$ cat config.mk
export PLATFORM = sky130hd
export DESIGN_NAME = fetchFrontEnd
export DESIGN_NICKNAME = d
export VERILOG_FILES = /design/src/logic/fetchPkg.sv /design/src/logic/predictPkg.sv /design/src/logic/updateCapture.sv /design/src/logic/branchTargetBuffer.sv /design/src/logic/directionPredictor.sv /design/src/logic/returnAddrStack.sv /design/src/logic/nextPcSelect.sv /design/src/logic/fetchPacketOut.sv /design/src/logic/fetchFrontEnd.sv
export SDC_FILE = /design/constraint.sdc
export NUM_CORES = 2
export LEC_CHECK = 0
export ABC_AREA = 1
export BUFFER_PORTS_ARGS = -buffer_cell sky130_fd_sc_hd__buf_4
export CAP_MARGIN = 10
export CORE_AREA = 3 3 583 585
export CTS_BUF_LIST = sky130_fd_sc_hd__clkbuf_8
export CTS_CLUSTER_DIAMETER = 60
export DETAILED_ROUTE_END_ITERATION = 7
export DIE_AREA = 0 0 586 588
export PLACE_DENSITY_LB_ADDON = 0.08
export RECOVER_POWER = 25
export SYNTH_ARGS = -nofsm -noshare
export SYNTH_HDL_FRONTEND = slang
export SYNTH_MEMORY_MAX_BITS = 65536
export SYNTH_SLANG_ARGS = --single-unit
$ cat constraint.sdc
create_clock -name clk -period 7 [get_ports clk]
set_input_delay 1.4 -clock clk [delete_from_list [all_inputs] [get_ports clk]]
set_output_delay 1.4 -clock clk [all_outputs]
set_load 0.01 [all_outputs]
$ cat src/logic/fetchPkg.sv
package fetchPkg;

  localparam int AddrWidth   = 32;  // Byte address width of the whole front end
  localparam int InstBytes   = 4;  // Every instruction has the same size
  localparam int BundleSlots = 4;  // Instructions looked up together each cycle
  localparam int BundleBytes = BundleSlots * InstBytes;  // Stride between bundles, 16 bytes
  localparam int OffsetBits  = $clog2(BundleBytes);  // Byte offset bits inside one bundle
  localparam int SlotBits    = $clog2(BundleSlots);  // Bits needed to name a slot
  localparam int InstLsb     = $clog2(InstBytes);  // Lowest address bit that selects a slot

  typedef logic [AddrWidth-1:0] pcT;  // Byte address of an instruction or a bundle
  typedef logic [SlotBits-1:0]  slotT;  // Position of an instruction inside its bundle

  // Clears the byte offset so that the address names a whole bundle
  function automatic pcT bundleAlign(pcT addr);
    return {addr[AddrWidth-1:OffsetBits], {OffsetBits{1'b0}}};
  endfunction

  // Slot that an instruction address falls into, used to pick a bank
  function automatic slotT slotOf(pcT addr);
    return addr[InstLsb+:SlotBits];
  endfunction

endpackage

$ cat src/logic/predictPkg.sv
package predictPkg;

  typedef logic [1:0] brKindT;  // Kind of control transfer held by a buffer entry

  localparam brKindT KindReturn = 2'b00;  // Target comes from the return address stack
  localparam brKindT KindCall   = 2'b01;  // Direct or indirect call, pushes a return address
  localparam brKindT KindJump   = 2'b10;  // Unconditional jump, always taken on a hit
  localparam brKindT KindCond   = 2'b11;  // Conditional branch, direction from the counters

  typedef logic [1:0] ctrT;  // Two-bit saturating direction counter

  localparam ctrT CtrMin      = 2'b00;  // Strongly not taken
  localparam ctrT CtrInit     = 2'b01;  // Weakly not taken, the value after reset
  localparam ctrT CtrTakenMin = 2'b10;  // Lowest value that predicts taken
  localparam ctrT CtrMax      = 2'b11;  // Strongly taken

endpackage

$ cat src/logic/updateCapture.sv
`timescale 1ns/1ps

module updateCapture (
  input  logic               clk,
  input  logic               reset,
  input  logic               recoverFlag_i,
  input  fetchPkg::pcT       recoverPc_i,
  input  logic               exceptionFlag_i,
  input  fetchPkg::pcT       exceptionPc_i,
  input  logic               decodeRedirect_i,
  input  fetchPkg::pcT       decodeTarget_i,
  input  logic               updateEn_i,
  input  fetchPkg::pcT       updatePc_i,
  input  fetchPkg::pcT       updateTarget_i,
  input  predictPkg::brKindT updateKind_i,
  input  logic               updateTaken_i,
  output logic               redirValid_o,
  output fetchPkg::pcT       redirPc_o,
  output logic               btbWrEn_o,
  output fetchPkg::pcT       btbWrPc_o,
  output fetchPkg::pcT       btbWrTarget_o,
  output predictPkg::brKindT btbWrKind_o,
  output logic               ctrWrEn_o,
  output fetchPkg::pcT       ctrWrPc_o,
  output logic               ctrWrTaken_o
);
  import predictPkg::*;

  always_ff @(posedge clk) begin
    if (reset) begin
      redirValid_o <= 1'b0;
      btbWrEn_o    <= 1'b0;
      ctrWrEn_o    <= 1'b0;
    end else begin
      redirValid_o <= recoverFlag_i | exceptionFlag_i | decodeRedirect_i;  // Any source redirects
      btbWrEn_o    <= updateEn_i && (updateKind_i != KindCond || updateTaken_i);  // Skip not-taken
      ctrWrEn_o    <= updateEn_i && (updateKind_i == KindCond);  // Only conditionals train
    end
  end

  // Recovery from commit beats an exception, which beats a decode redirect
  always_ff @(posedge clk) begin
    if (recoverFlag_i) redirPc_o <= recoverPc_i;
    else if (exceptionFlag_i) redirPc_o <= exceptionPc_i;
    else redirPc_o <= decodeTarget_i;
    btbWrPc_o     <= updatePc_i;
    btbWrTarget_o <= updateTarget_i;
    btbWrKind_o   <= updateKind_i;
    ctrWrPc_o     <= updatePc_i;
    ctrWrTaken_o  <= updateTaken_i;
  end

  // A write to both tables at once only ever comes from a conditional branch
  assert property (@(posedge clk) disable iff (reset)
    btbWrEn_o && ctrWrEn_o |-> btbWrKind_o == KindCond);

endmodule

$ cat src/logic/branchTargetBuffer.sv
`timescale 1ns/1ps

module branchTargetBuffer #(
  parameter int BtbEntries = 16
) (
  input  logic               clk,
  input  logic               reset,
  input  fetchPkg::pcT       lookupPc_i,
  input  logic               wrEn_i,
  input  fetchPkg::pcT       wrPc_i,
  input  fetchPkg::pcT       wrTarget_i,
  input  predictPkg::brKindT wrKind_i,
  output logic               hit_o    [fetchPkg::BundleSlots],
  output predictPkg::brKindT kind_o   [fetchPkg::BundleSlots],
  output fetchPkg::pcT       target_o [fetchPkg::BundleSlots]
);
  import fetchPkg::*;
  import predictPkg::*;

  localparam int IdxBits = $clog2(BtbEntries);  // Bundle index bits above the offset
  localparam int TagBits = AddrWidth - OffsetBits - IdxBits;  // Rest of the bundle address

  typedef logic [IdxBits-1:0] idxT;
  typedef logic [TagBits-1:0] tagT;

  logic   validQ  [BundleSlots][BtbEntries];  // Cleared by reset so every entry starts empty
  tagT    tagQ    [BundleSlots][BtbEntries];
  brKindT kindQ   [BundleSlots][BtbEntries];
  pcT     targetQ [BundleSlots][BtbEntries];

  idxT  lookupIdx;
  tagT  lookupTag;
  idxT  wrIdx;
  tagT  wrTag;
  slotT wrSlot;

  assign lookupIdx = lookupPc_i[OffsetBits+:IdxBits];  // Same row read in every bank
  assign lookupTag = lookupPc_i[AddrWidth-1-:TagBits];
  assign wrIdx     = wrPc_i[OffsetBits+:IdxBits];
  assign wrTag     = wrPc_i[AddrWidth-1-:TagBits];
  assign wrSlot    = slotOf(wrPc_i);  // Slot of the branch picks the bank it lands in

  always_ff @(posedge clk) begin
    if (reset) begin
      for (int s = 0; s < BundleSlots; s++) begin
        for (int e = 0; e < BtbEntries; e++) begin
          validQ[s][e] <= 1'b0;
        end
      end
    end else if (wrEn_i) begin
      validQ[wrSlot][wrIdx] <= 1'b1;  // A later branch with the same index replaces the entry
    end
  end

  always_ff @(posedge clk) begin
    if (wrEn_i) begin
      tagQ[wrSlot][wrIdx]    <= wrTag;
      kindQ[wrSlot][wrIdx]   <= wrKind_i;
      targetQ[wrSlot][wrIdx] <= wrTarget_i;
    end
  end

  // All four banks answer in the same cycle as the lookup address
  always_comb begin
    for (int s = 0; s < BundleSlots; s++) begin
      hit_o[s]    = validQ[s][lookupIdx] && (tagQ[s][lookupIdx] == lookupTag);
      kind_o[s]   = kindQ[s][lookupIdx];
      target_o[s] = targetQ[s][lookupIdx];
    end
  end

endmodule

$ cat src/logic/directionPredictor.sv
`timescale 1ns/1ps

module directionPredictor #(
  parameter int BtbEntries = 16
) (
  input  logic         clk,
  input  logic         reset,
  input  fetchPkg::pcT lookupPc_i,
  input  logic         wrEn_i,
  input  fetchPkg::pcT wrPc_i,
  input  logic         wrTaken_i,
  output logic         taken_o [fetchPkg::BundleSlots]
);
  import fetchPkg::*;
  import predictPkg::*;

  localparam int IdxBits = $clog2(BtbEntries);  // Indexed exactly like the target buffer

  typedef logic [IdxBits-1:0] idxT;

  ctrT  ctrQ [BundleSlots][BtbEntries];
  idxT  lookupIdx;
  idxT  wrIdx;
  slotT wrSlot;
  ctrT  wrOld;

  assign lookupIdx = lookupPc_i[OffsetBits+:IdxBits];
  assign wrIdx     = wrPc_i[OffsetBits+:IdxBits];
  assign wrSlot    = slotOf(wrPc_i);
  assign wrOld     = ctrQ[wrSlot][wrIdx];  // Counter being trained this cycle

  always_ff @(posedge clk) begin
    if (reset) begin
      for (int s = 0; s < BundleSlots; s++) begin
        for (int e = 0; e < BtbEntries; e++) begin
          ctrQ[s][e] <= CtrInit;
        end
      end
    end else if (wrEn_i) begin
      if (wrTaken_i && wrOld != CtrMax) ctrQ[wrSlot][wrIdx] <= wrOld + 2'd1;  // Saturates at top
      else if (!wrTaken_i && wrOld != CtrMin) ctrQ[wrSlot][wrIdx] <= wrOld - 2'd1;
    end
  end

  always_comb begin
    for (int s = 0; s < BundleSlots; s++) begin
      taken_o[s] = (ctrQ[s][lookupIdx] >= CtrTakenMin);  // Upper half of the range is taken
    end
  end

endmodule

$ cat src/logic/returnAddrStack.sv
`timescale 1ns/1ps

module returnAddrStack #(
  parameter int RasDepth = 8
) (
  input  logic         clk,
  input  logic         reset,
  input  logic         push_i,
  input  fetchPkg::pcT pushAddr_i,
  input  logic         pop_i,
  output fetchPkg::pcT top_o
);
  import fetchPkg::*;

  localparam int PtrBits   = $clog2(RasDepth);
  localparam int CountBits = $clog2(RasDepth + 1);  // Must be able to hold a full stack

  typedef logic [PtrBits-1:0]   ptrT;
  typedef logic [CountBits-1:0] countT;

  pcT    stackQ [RasDepth];
  ptrT   topPtrQ;  // Points at the newest entry
  countT countQ;  // Live entries, stops at RasDepth once the oldest gets overwritten
  ptrT   nextPtr;
  ptrT   prevPtr;

  assign nextPtr = (topPtrQ == ptrT'(RasDepth - 1)) ? '0 : topPtrQ + 1'b1;  // Wraps around
  assign prevPtr = (topPtrQ == '0) ? ptrT'(RasDepth - 1) : topPtrQ - 1'b1;
  assign top_o   = stackQ[topPtrQ];

  always_ff @(posedge clk) begin
    if (reset) begin
      topPtrQ <= '0;
      countQ  <= '0;
    end else if (push_i) begin
      topPtrQ <= nextPtr;
      if (countQ != countT'(RasDepth)) countQ <= countQ + 1'b1;
    end else if (pop_i && countQ != '0) begin
      topPtrQ <= prevPtr;  // An empty stack keeps its pointer and so its last top
      countQ  <= countQ - 1'b1;
    end
  end

  always_ff @(posedge clk) begin
    if (push_i) stackQ[nextPtr] <= pushAddr_i;
  end

  // Only one slot of a bundle wins, so a call and a return never act together
  assert property (@(posedge clk) disable iff (reset) !(push_i && pop_i));

endmodule

$ cat src/logic/nextPcSelect.sv
`timescale 1ns/1ps

module nextPcSelect #(
  parameter fetchPkg::pcT ResetPc = '0
) (
  input  logic               clk,
  input  logic               reset,
  input  logic               fetchGo_i,
  input  logic               redirValid_i,
  input  fetchPkg::pcT       redirPc_i,
  input  logic               hit_i    [fetchPkg::BundleSlots],
  input  predictPkg::brKindT kind_i   [fetchPkg::BundleSlots],
  input  fetchPkg::pcT       target_i [fetchPkg::BundleSlots],
  input  logic               taken_i  [fetchPkg::BundleSlots],
  input  fetchPkg::pcT       rasTop_i,
  output fetchPkg::pcT       fetchPc_o,
  output fetchPkg::pcT       nextPc_o,
  output logic               predHit_o,
  output fetchPkg::slotT     predSlot_o,
  output logic               push_o,
  output fetchPkg::pcT       pushAddr_o,
  output logic               pop_o
);
  import fetchPkg::*;
  import predictPkg::*;

  pcT     fetchPcQ;
  logic   slotTaken [BundleSlots];
  logic   winHit;
  slotT   winSlot;
  brKindT winKind;
  pcT     winTarget;
  pcT     rawNext;

  // A hit redirects unless it is a conditional branch whose counter says not taken
  always_comb begin
    for (int s = 0; s < BundleSlots; s++) begin
      slotTaken[s] = hit_i[s] && (kind_i[s] != KindCond || taken_i[s]);
    end
  end

  // Walking down from the last slot leaves the lowest taken slot as the winner
  always_comb begin
    winHit  = 1'b0;
    winSlot = '0;
    for (int s = BundleSlots - 1; s >= 0; s--) begin
      if (slotTaken[s]) begin
        winHit  = 1'b1;
        winSlot = slotT'(s);
      end
    end
  end

  assign winKind   = kind_i[winSlot];
  assign winTarget = target_i[winSlot];

  always_comb begin
    if (winHit && winKind == KindReturn) rawNext = rasTop_i;  // Return goes to the stack top
    else if (winHit) rawNext = winTarget;
    else rawNext = fetchPcQ + pcT'(BundleBytes);  // Sequential fall-through
  end

  assign nextPc_o = bundleAlign(rawNext);  // Fetch works on whole bundles only

  // Return address is the instruction right after the call
  assign push_o     = fetchGo_i && winHit && (winKind == KindCall);
  assign pushAddr_o = fetchPcQ + pcT'((int'(winSlot) + 1) * InstBytes);
  assign pop_o      = fetchGo_i && winHit && (winKind == KindReturn);

  assign fetchPc_o  = fetchPcQ;
  assign predHit_o  = winHit;
  assign predSlot_o = winSlot;

  always_ff @(posedge clk) begin
    if (reset) fetchPcQ <= ResetPc;
    else if (redirValid_i) fetchPcQ <= bundleAlign(redirPc_i);  // Loads even without credits
    else if (fetchGo_i) fetchPcQ <= nextPc_o;  // Holds under back-pressure
  end

endmodule

$ cat src/logic/fetchPacketOut.sv
`timescale 1ns/1ps

module fetchPacketOut #(
  parameter int NumCredits = 4
) (
  input  logic           clk,
  input  logic           reset,
  input  fetchPkg::pcT   fetchPc_i,
  input  fetchPkg::pcT   nextPc_i,
  input  logic           predHit_i,
  input  fetchPkg::slotT predSlot_i,
  input  logic           creditReturn_i,
  output logic           fetchGo_o,
  output logic           packetValid_o,
  output fetchPkg::pcT   packetPc_o,
  output fetchPkg::pcT   packetNextPc_o,
  output logic           packetHit_o,
  output fetchPkg::slotT packetSlot_o
);

  localparam int CreditBits = $clog2(NumCredits + 1);  // Wide enough for a full count

  typedef logic [CreditBits-1:0] creditT;

  creditT creditQ;  // Free slots left in the decode buffer

  assign fetchGo_o = (creditQ != '0);  // One free slot is enough for one packet

  // Spend and return may land together and then cancel out
  always_ff @(posedge clk) begin
    if (reset) begin
      creditQ       <= creditT'(NumCredits);
      packetValid_o <= 1'b0;
    end else begin
      creditQ       <= creditQ - creditT'(fetchGo_o) + creditT'(creditReturn_i);
      packetValid_o <= fetchGo_o;  // A single-cycle pulse per issued packet
    end
  end

  always_ff @(posedge clk) begin
    if (fetchGo_o) begin
      packetPc_o     <= fetchPc_i;
      packetNextPc_o <= nextPc_i;
      packetHit_o    <= predHit_i;
      packetSlot_o   <= predSlot_i;
    end
  end

  // Decode can only hand back credits that were spent on packets still in flight
  assert property (@(posedge clk) disable iff (reset) creditQ <= creditT'(NumCredits));
  assert property (@(posedge clk) disable iff (reset)
    creditReturn_i |-> creditQ != creditT'(NumCredits));

endmodule

$ cat src/logic/fetchFrontEnd.sv
`timescale 1ns/1ps

module fetchFrontEnd #(
  parameter int           BtbEntries = 16,
  parameter int           RasDepth   = 8,
  parameter int           NumCredits = 4,
  parameter fetchPkg::pcT ResetPc    = '0
) (
  input  logic               clk,
  input  logic               reset,
  input  logic               recoverFlag_i,
  input  fetchPkg::pcT       recoverPc_i,
  input  logic               exceptionFlag_i,
  input  fetchPkg::pcT       exceptionPc_i,
  input  logic               decodeRedirect_i,
  input  fetchPkg::pcT       decodeTarget_i,
  input  logic               updateEn_i,
  input  fetchPkg::pcT       updatePc_i,
  input  fetchPkg::pcT       updateTarget_i,
  input  predictPkg::brKindT updateKind_i,
  input  logic               updateTaken_i,
  input  logic               creditReturn_i,
  output logic               packetValid_o,
  output fetchPkg::pcT       packetPc_o,
  output fetchPkg::pcT       packetNextPc_o,
  output logic               packetHit_o,
  output fetchPkg::slotT     packetSlot_o
);
  import fetchPkg::*;
  import predictPkg::*;

  logic   redirValid;  // Registered redirect, already resolved by priority
  pcT     redirPc;
  logic   btbWrEn;
  pcT     btbWrPc;
  pcT     btbWrTarget;
  brKindT btbWrKind;
  logic   ctrWrEn;
  pcT     ctrWrPc;
  logic   ctrWrTaken;
  pcT     fetchPc;  // Current bundle address, shared by every lookup
  pcT     nextPc;
  logic   predHit;
  slotT   predSlot;
  logic   btbHit    [BundleSlots];
  brKindT btbKind   [BundleSlots];
  pcT     btbTarget [BundleSlots];
  logic   ctrTaken  [BundleSlots];
  logic   rasPush;
  pcT     rasPushAddr;
  logic   rasPop;
  pcT     rasTop;
  logic   fetchGo;  // Low while decode has no free slot

  updateCapture i_updateCapture (
    .clk(clk), .reset(reset),
    .recoverFlag_i(recoverFlag_i), .recoverPc_i(recoverPc_i),
    .exceptionFlag_i(exceptionFlag_i), .exceptionPc_i(exceptionPc_i),
    .decodeRedirect_i(decodeRedirect_i), .decodeTarget_i(decodeTarget_i),
    .updateEn_i(updateEn_i), .updatePc_i(updatePc_i), .updateTarget_i(updateTarget_i),
    .updateKind_i(updateKind_i), .updateTaken_i(updateTaken_i),
    .redirValid_o(redirValid), .redirPc_o(redirPc),
    .btbWrEn_o(btbWrEn), .btbWrPc_o(btbWrPc), .btbWrTarget_o(btbWrTarget),
    .btbWrKind_o(btbWrKind),
    .ctrWrEn_o(ctrWrEn), .ctrWrPc_o(ctrWrPc), .ctrWrTaken_o(ctrWrTaken)
  );

  branchTargetBuffer #(.BtbEntries(BtbEntries)) i_branchTargetBuffer (
    .clk(clk), .reset(reset), .lookupPc_i(fetchPc),
    .wrEn_i(btbWrEn), .wrPc_i(btbWrPc), .wrTarget_i(btbWrTarget), .wrKind_i(btbWrKind),
    .hit_o(btbHit), .kind_o(btbKind), .target_o(btbTarget)
  );

  directionPredictor #(.BtbEntries(BtbEntries)) i_directionPredictor (
    .clk(clk), .reset(reset), .lookupPc_i(fetchPc),
    .wrEn_i(ctrWrEn), .wrPc_i(ctrWrPc), .wrTaken_i(ctrWrTaken), .taken_o(ctrTaken)
  );

  returnAddrStack #(.RasDepth(RasDepth)) i_returnAddrStack (
    .clk(clk), .reset(reset), .push_i(rasPush), .pushAddr_i(rasPushAddr),
    .pop_i(rasPop), .top_o(rasTop)
  );

  nextPcSelect #(.ResetPc(ResetPc)) i_nextPcSelect (
    .clk(clk), .reset(reset), .fetchGo_i(fetchGo),
    .redirValid_i(redirValid), .redirPc_i(redirPc),
    .hit_i(btbHit), .kind_i(btbKind), .target_i(btbTarget), .taken_i(ctrTaken),
    .rasTop_i(rasTop), .fetchPc_o(fetchPc), .nextPc_o(nextPc),
    .predHit_o(predHit), .predSlot_o(predSlot),
    .push_o(rasPush), .pushAddr_o(rasPushAddr), .pop_o(rasPop)
  );

  fetchPacketOut #(.NumCredits(NumCredits)) i_fetchPacketOut (
    .clk(clk), .reset(reset), .fetchPc_i(fetchPc), .nextPc_i(nextPc),
    .predHit_i(predHit), .predSlot_i(predSlot), .creditReturn_i(creditReturn_i),
    .fetchGo_o(fetchGo), .packetValid_o(packetValid_o), .packetPc_o(packetPc_o),
    .packetNextPc_o(packetNextPc_o), .packetHit_o(packetHit_o), .packetSlot_o(packetSlot_o)
  );

endmodule

After elaboration in Yosys (flattened, before gate mapping) --
Memories as Yosys holds them, arrays and structs flattened. A register that Yosys moved wholly into a read port is not among the register bits. Cells that the tools add are included.
Storage, ports and cells: register bits after elaboration 200, memory bits (writable) 4160, bits of input ports 170, output and inout port bits 68, word-level logic and storage cells 285, memories 6
Memory list:
- i_branchTargetBuffer.targetQ | words 4, bits a word 512, rd ports 4, clocked after Yosys merged registers in 0, write ports 1, line branchTargetBuffer.sv:29 | pcT targetQ [BundleSlots][BtbEntries];
- i_branchTargetBuffer.tagQ | words 4, bits a word 384, rd ports 4, clocked after Yosys merged registers in 0, write ports 1, line branchTargetBuffer.sv:27 | tagT tagQ [BundleSlots][BtbEntries];
- i_returnAddrStack.stackQ | words 8, bits a word 32, rd ports 1, clocked after Yosys merged registers in 1, write ports 1, line returnAddrStack.sv:21 | pcT stackQ [RasDepth];
- i_branchTargetBuffer.kindQ | words 4, bits a word 32, rd ports 4, clocked after Yosys merged registers in 0, write ports 1, line branchTargetBuffer.sv:28 | brKindT kindQ [BundleSlots][BtbEntries];
- i_directionPredictor.ctrQ | words 4, bits a word 32, rd ports 5, clocked after Yosys merged registers in 1, write ports 4, line directionPredictor.sv:21 | ctrT ctrQ [BundleSlots][BtbEntries];
- i_branchTargetBuffer.validQ | words 4, bits a word 16, rd ports 4, clocked after Yosys merged registers in 0, write ports 4, line branchTargetBuffer.sv:26 | logic validQ [BundleSlots][BtbEntries];
Cells by class: $add $sub $neg 11, magnitude comparators 8, equal/unequal tests 15, muxes and demuxes 157, bitwise logic cells 37, reduce and logical (&&, ||, !) cells 34
Operator list (count):
- $mux 32 | 22
- $bmux 32 s4 | 4
- $mux 512 | 1
- $bmux 24 s4 | 4
- $mux 384 | 1
- $mux 24 | 9
- $demux 32 s4 | 1
- $demux 24 s4 | 1
- $eq 24x24->1 | 4
- $bmux 2 s4 | 9
- $bmux 32 s2 | 1
- $mux 1 | 58
- $mux 2 | 27
- $mux 16 | 3
- $or 1x1->1 | 34
- $add 32x32->32 | 1
- $add 32x5->32 const B | 1
- $reduce_or 32->1 | 1
- $logic_and 1x1->1 | 18
- $mux 3 | 6
- $bmux 1 s4 | 4
- $reduce_or 16->1 | 1
- $ne 2x2->1 const B | 7
- $mux 4 | 3
- 30 further kinds | 41

Logic depth before layout (Yosys ltp) --
word-level depth 22, depth in mapped cells 37, mapped depth without buffers 33

Hierarchy --
A second synthesis with hierarchy kept.
Second synthesis, totals: cells, all modules 15411, area, all modules 180327.9 µm²
By module, submodules not included:
- branchTargetBuffer | instances 1, cells each 12185, area each 151271.3 µm²
- returnAddrStack | instances 1, cells each 823, area each 10588.9 µm²
- directionPredictor | instances 1, cells each 1058, area each 8214.1 µm²
- nextPcSelect | instances 1, cells each 870, area each 4679.5 µm²
- updateCapture | instances 1, cells each 382, area each 3358.2 µm²
- fetchPacketOut | instances 1, cells each 93, area each 2215.9 µm²

Worst setup path before layout --
No wires, ideal clock.
path kind register to register, start register i_nextPcSelect.fetchPcQ[4] (netlist: i_nextPcSelect.fetchPc_o[4]), end memory i_returnAddrStack.stackQ[1][10] in the netlist's numbering (enable), library setup time 448 ps, arrival time 4764 ps, required time 6552 ps, path slack 1788 ps, stages on the path, launching flop included 27, path buffers 6, cells stage by stage dfxtp_1 -> buf_6 -> inv_4 -> buf_4 -> buf_4 -> buf_2 -> o21ai_0 -> nand3_1 -> nand3_1 -> nand2_1 -> nand2_1 -> nand2_1 -> nor2_1 -> nand3_1 -> nor2_1 -> nand2_1 -> nand2_1 -> nand2_2 -> buf_4 -> nand3_1 -> nand3_1 -> nand2_2 -> buf_6 -> nand3_4 -> inv_2 -> nand3_2 -> nor3_1
On the way: word-level cells in the longest chain between the ends 19, elaborated cells on any way between the ends 90, those cells by class order compare (4); eq/ne (9); mux (61); bitwise (2); reduce/logical (14)
RTL lines:
- from (decl) | line nextPcSelect.sv:27 | pcT fetchPcQ;
- from (signal assigned) | line nextPcSelect.sv:75 | if (reset) fetchPcQ <= ResetPc;
- from (signal assigned) | line nextPcSelect.sv:76 | else if (redirValid_i) fetchPcQ <= bundleAlign(redirPc_i);
- from (signal assigned) | line nextPcSelect.sv:77 | else if (fetchGo_i) fetchPcQ <= nextPc_o;
- $not 4->5 (implied by the code) * | line branchTargetBuffer.sv:66, branchTargetBuffer.sv:67, directionPredictor.sv:47
- $bmux 24 s4, or another cell as far along | line branchTargetBuffer.sv:66 | hit_o[s] = validQ[s][lookupIdx] && (tagQ[s][lookupIdx] == lookupTag);
- $mux 24 (implied by the code), or another cell as far along (2 in series) | line branchTargetBuffer.sv:66
- $eq 24x24->1, or another cell as far along | line branchTargetBuffer.sv:66
- $logic_and 1x1->1 or $logic_or 1x1->1 (tied branches) | line branchTargetBuffer.sv:66, nextPcSelect.sv:38
- $logic_and 1x1->1 | line nextPcSelect.sv:38 | slotTaken[s] = hit_i[s] && (kind_i[s] != KindCond || taken_i[s]);
- $mux 2 (4 in series) | line nextPcSelect.sv:47 | if (slotTaken[s]) begin
- $not 2->3 (implied by the code) | line nextPcSelect.sv:54 | assign winKind = kind_i[winSlot];
- $bmux 2 s2 | line nextPcSelect.sv:54
- $mux 2 (implied by the code) (2 in series) | line nextPcSelect.sv:54
- $eq 2x1->1 | line nextPcSelect.sv:66 | assign push_o = fetchGo_i && winHit && (winKind == KindCall);
- $logic_and 1x1->1 * | line nextPcSelect.sv:66
- $mux 1 * | line returnAddrStack.sv:45 | if (push_i) stackQ[nextPtr] <= pushAddr_i;
- $mux 1 (implied by the code) * | line returnAddrStack.sv:45
- to (decl) | line returnAddrStack.sv:21
Mark *: on every way between the ends. The rest lies on a longest branch, timed or not. The select of a mux whose other input is x is not followed.

Final worst setup path --
start register i_nextPcSelect.fetchPcQ[4] (netlist: i_nextPcSelect.fetchPc_o[4]), end memory i_returnAddrStack.stackQ[3][26] in the netlist's numbering, data pin
On the way: word-level cells in the longest chain between the ends 13, elaborated cells on any way between the ends 79, those cells by class add/sub (2); order compare (4); eq/ne (8); mux (52); bitwise (1); reduce/logical (12)
RTL lines:
- $not 4->5 (implied by the code) | line branchTargetBuffer.sv:66, branchTargetBuffer.sv:67, directionPredictor.sv:47
- $bmux 24 s4, or another cell as far along | line branchTargetBuffer.sv:66
- $mux 24 (implied by the code), or another cell as far along (2 in series) | line branchTargetBuffer.sv:66
- $eq 24x24->1, or another cell as far along | line branchTargetBuffer.sv:66
- $logic_and 1x1->1 or $logic_or 1x1->1 (tied branches) | line branchTargetBuffer.sv:66, nextPcSelect.sv:38
- $logic_and 1x1->1 | line nextPcSelect.sv:38
- $mux 2 (4 in series) | line nextPcSelect.sv:47
- $add 2x1->3 | line nextPcSelect.sv:67 | assign pushAddr_o = fetchPcQ + pcT'((int'(winSlot) + 1) * InstBytes);
- $add 32x32->32 * | line nextPcSelect.sv:67
- net i_nextPcSelect.pushAddr_o[26] | line nextPcSelect.sv:21 | output fetchPkg::pcT pushAddr_o,
The timed path passes the listed nets; every way through them passes the cells marked *. The select of a mux whose other input is x is not followed.

==> impl_summary.txt <==
----------------------------------------------------
[Yosys]
  #FFs+latches synth ... 4065
  Post-synth EDFFs ... 3867
  Synth Area per Inst ... 11.47 sq um
  Count of mapped cells out of synthesis ... 14570
  Ys Warns ... 0
  Cell variety after synth ... 50
  FFs w/ async S/R, synth ... 0
  Most common flop cell mapped by yosys ... sky130_fd_sc_hd__edfxtp_1
  Post-Synthesis Cell Area ... 167100 sq um
  Sequential element share of the synthesized area ... 0.7186

[CTS]
  Number of buffers added by the clock tree synthesis step ... 673
  Post-CTS setup buffers ... 0
  Maximum level of the CTS H-tree ... 6
  Clock Tree Root ... sky130_fd_sc_hd__clkbuf_8
  Clock sink total ... 4065
  Number of instances resized during post-cts repair ... 0
  Clock latency on the worst-skew pair ... 1200 ps
  TritonCTS clock tree ... done
  Clock slew at the register clock pins of the worst setup and hold paths ... 60 ps
  Buffers from clock root to sink, at most ... 4
  Hold-fix buffer count after cts ... 0

[Layout]
  # nets final ... 15140
  Number of filler instances in the final layout ... 28320
  Sequential cell area ... 120100 sq um
  Proportion of layout cells with a drive suffix above 1 ... 0.09925
  Area of combinational cells with multiple inputs ... 40510 sq um
  Finished layout cell area ... 186500 sq um
  Area growth from synthesis to layout ... 11.59%
  Core Util, Final ... 0.5553

[STA]
  Final critical path time including I/O delays and setup ... 6431 ps
  Maximum frequency from static timing analysis ... 155.5 MHz
  Worst-Margin Slew ... 3452 ps
  Maximum clock skew at final layout ... 46.08 ps
  Final Setup Violations ... 0
  Max Transition Viols Final ... 2421
  Post-route setup TNS ... 0 ps
  Period utilization ... 0.9187
  Final hold viol count ... 0
  Rel. slew slack ... -1.302
  RSZ-0062 raised after global routing ... no

[Setup path]
  Highest-delay cell along the critical path ... sky130_fd_sc_hd__dfxtp_4
  Classification of the worst setup path ... flop to flop
  Reg-to-reg setup timing slack ... 570 ps
  Maximum fanout count along the critical path ... 159
  Nature of the critical path startpoint ... flop
  CP required ... 7890 ps
  Most common cell type on the critical path ... sky130_fd_sc_hd__nand2_1
  CP endpoint kind ... flop
  Arrival time at the worst endpoint ... 7320 ps
  Longest individual stage delay on the worst path ... 700 ps

[GRT]
  GRT Total Usage ... 0.3158
  Number of global-route vias before repair ... 111000
  Aggregate global routing overflow ... 0
  Global-route wire length before repair ... 784.8 mm
  Pin count of the biggest net entering global routing ... 191
  Initial antenna violation count ... 25

[Floorplanning]
  Die boundary width ... 586 um
  Effective utilization at floorplan ... 0.4977
  Vertical die dimension ... 588 um
  CORE AREA ... 335800 sq um
  Number of rows in the core area ... 213
  Die Area ... 344600 sq um
  I/O pins ... 238

[Status]
  Failing checks ... capacitance limit, slew limit
  Run status ... finished, violations left

[Placed design]
  Area post-placement ... 174500 sq um
  Count of input and output buffers ... 211
  RePlAce Congestion ... 0.9207
  Final HPWL DP ... 312.1 mm

[Power]
  Static power due to leakage ... 67.08 nW
  VDD IR max ... 0.0002275 V
  Overall power ... 54.75 mW
  Areal power density over the cells ... 293.6 nW/um^2

[Flow run]
  Max Cap Viol ... 43

[Drt]
  DRC violations left ... 0
  Detailed-routing iteration count for the pre-antenna-repair pass ... 6
  Total number of vias ... 117300
  Detailed Route WL ... 555.2 mm
  Routed WL per cell ... 27.89 um
  Routed via count divided by cell count ... 5.896
  Post-route ant nets ... 0
  Initial DRC Count ... 13420

[Min path]
  Path type of the worst min-delay path ... input pin to flop

----------------------------------------------------
synth_stat cells (11+ instances only):
library cell / count / area [sq um]
sky130_fd_sc_hd__buf_6: 15 / 168.9
sky130_fd_sc_hd__o22ai_1: 415 / 2596
sky130_fd_sc_hd__o221ai_1: 148 / 1296
sky130_fd_sc_hd__a221oi_1: 39 / 341.6
sky130_fd_sc_hd__a31oi_1: 41 / 256.5
sky130_fd_sc_hd__nand4_1: 29 / 181.4
sky130_fd_sc_hd__o21a_1: 11 / 82.58
sky130_fd_sc_hd__buf_4: 50 / 375.4
sky130_fd_sc_hd__nor3_1: 37 / 185.2
sky130_fd_sc_hd__nand3_1: 863 / 4319
sky130_fd_sc_hd__dfxtp_1: 198 / 3964
sky130_fd_sc_hd__a21oi_1: 132 / 660.6
sky130_fd_sc_hd__clkinv_1: 24 / 90.09
sky130_fd_sc_hd__nor2_1: 2489 / 9343
sky130_fd_sc_hd__o21ai_1: 134 / 670.6
sky130_fd_sc_hd__buf_1: 62 / 232.7
sky130_fd_sc_hd__o21ai_0: 1588 / 7948
sky130_fd_sc_hd__ha_1: 13 / 162.7
sky130_fd_sc_hd__a22oi_1: 21 / 157.7
sky130_fd_sc_hd__nand2_1: 2538 / 9527
sky130_fd_sc_hd__buf_2: 257 / 1286
sky130_fd_sc_hd__edfxtp_1: 3867 / 116100
sky130_fd_sc_hd__inv_2: 29 / 108.9
sky130_fd_sc_hd__xor2_1: 61 / 534.3
sky130_fd_sc_hd__and2_1: 21 / 131.4
sky130_fd_sc_hd__inv_1: 783 / 2939
sky130_fd_sc_hd__o211ai_1: 128 / 960.9
sky130_fd_sc_hd__clkbuf_1: 505 / 1896
cell type report:
class | count | area share
Tap cell | 4407 | 0.02957
Clock inverter | 480 | 0.01206
Timing Repair Buffer | 600 | 0.02641
Sequential cell | 4065 | 0.6442
Multi-Input combinational cell | 8782 | 0.2172
Clock buffer | 722 | 0.05329
Antenna cell | 11 | 0.0001476
Inverter | 837 | 0.01710
through the flow:
step / setup slack (ps) / hold slack, ps / cells
final: 569.1 / 324.1 / 19900
after CTS: 710.3 / 156.4 / 19890
after detailed placement: 748.8 / 445.3 / 18690
after global placement: 589.2 / 445.0 / 18690
after floorplan: 1788 / 406.4 / 14570
after global routing: 374.7 / 254.6 / 19900
kinds of logic after synthesis:
kind of cell | count (synthesis) | synth area share
AO/OA/AOI/OAI | 2676 | 0.09065
XOR/XNOR | 61 | 0.003197
adder cells (fa/ha/maj) | 15 | 0.001213
buffers and inverters | 1726 | 0.04250
flip-flops | 4065 | 0.7186
other | 1 | 0.00002244
AND/OR/NAND/NOR | 6022 | 0.1438
report_power, final:
| group | total, mW | internal, mW | switching, mW |
|---|---|---|---|
| Sequential | 27.4 | 27.0 | 0.356 |
| Clock | 19.1 | 9.65 | 9.50 |
| Combinational | 8.24 | 2.29 | 5.94 |
| Total | 54.8 | 39.0 | 15.8 |
worst max-delay path, delay by kind of cell, from the launching register on:
kind | cells | cell delay, ps
adders and majority gates | 2 | 440
xor gates and xnor gates | 1 | 550
AOI/OAI and AO/OA | 2 | 310
DFF | 1 | 700
and+or+nand+nor | 16 | 2060
buffers and inverters | 8 | 1720
layout by cell type (no fill, tap or decap), drive strengths merged, types with 198 or more instances in the layout:
cell type | Yosys | final
edfxtp | 3867 | 3867
nand2 | 2544 | 2544
nor2 | 2496 | 2496
o21ai | 1724 | 1724
inv | 813 | 1096
nand3 | 868 | 868
clkbuf | 505 | 821
buf | 384 | 501
o22ai | 415 | 415
dfxtp | 198 | 198
clkinv | 24 | 198
flip-flops by register name, summed over array words and instances (netlist names), 2 cells and up, named ones only:
register / cells
i_nextPcSelect.fetchPc_o: 28
i_updateCapture.redirPc_o: 28
i_branchTargetBuffer.kindQ: 128
i_updateCapture.btbWrKind_o: 2
i_directionPredictor.ctrQ: 128
i_returnAddrStack.topPtrQ: 3
i_returnAddrStack.stackQ: 224
i_fetchPacketOut.packetSlot_o: 2
i_fetchPacketOut.packetPc_o: 28
i_branchTargetBuffer.targetQ: 1792
i_updateCapture.btbWrTarget_o: 28
i_updateCapture.btbWrPc_o: 30
i_fetchPacketOut.creditQ: 3
i_branchTargetBuffer.tagQ: 1536
i_returnAddrStack.countQ: 4
i_branchTargetBuffer.validQ: 64
i_fetchPacketOut.packetNextPc_o: 28
metal layers:
| metal | track usage | wire length [um] |
|---|---|---|
| met1 | 0.4211 | 217100 |
| met2 | 0.4999 | 257800 |
| met3 | 0.06416 | 51860 |
| met4 | 0.1450 | 28370 |
| met5 | 0 | 63 |
final timing paths:
kind	from	end	cells past startpoint
worst max-delay path	i_nextPcSelect.fetchPc_o[4]	i_returnAddrStack.stackQ[3][26]	29
worst min-delay path	updateTarget_i[19]	i_updateCapture.btbWrTarget_o[19]	1
worst min register to register	i_nextPcSelect.fetchPc_o[12]	i_fetchPacketOut.packetPc_o[12]	0
worst max register to register	i_nextPcSelect.fetchPc_o[4]	i_returnAddrStack.stackQ[3][26]	29
Power figures use the tool's default switching activity.
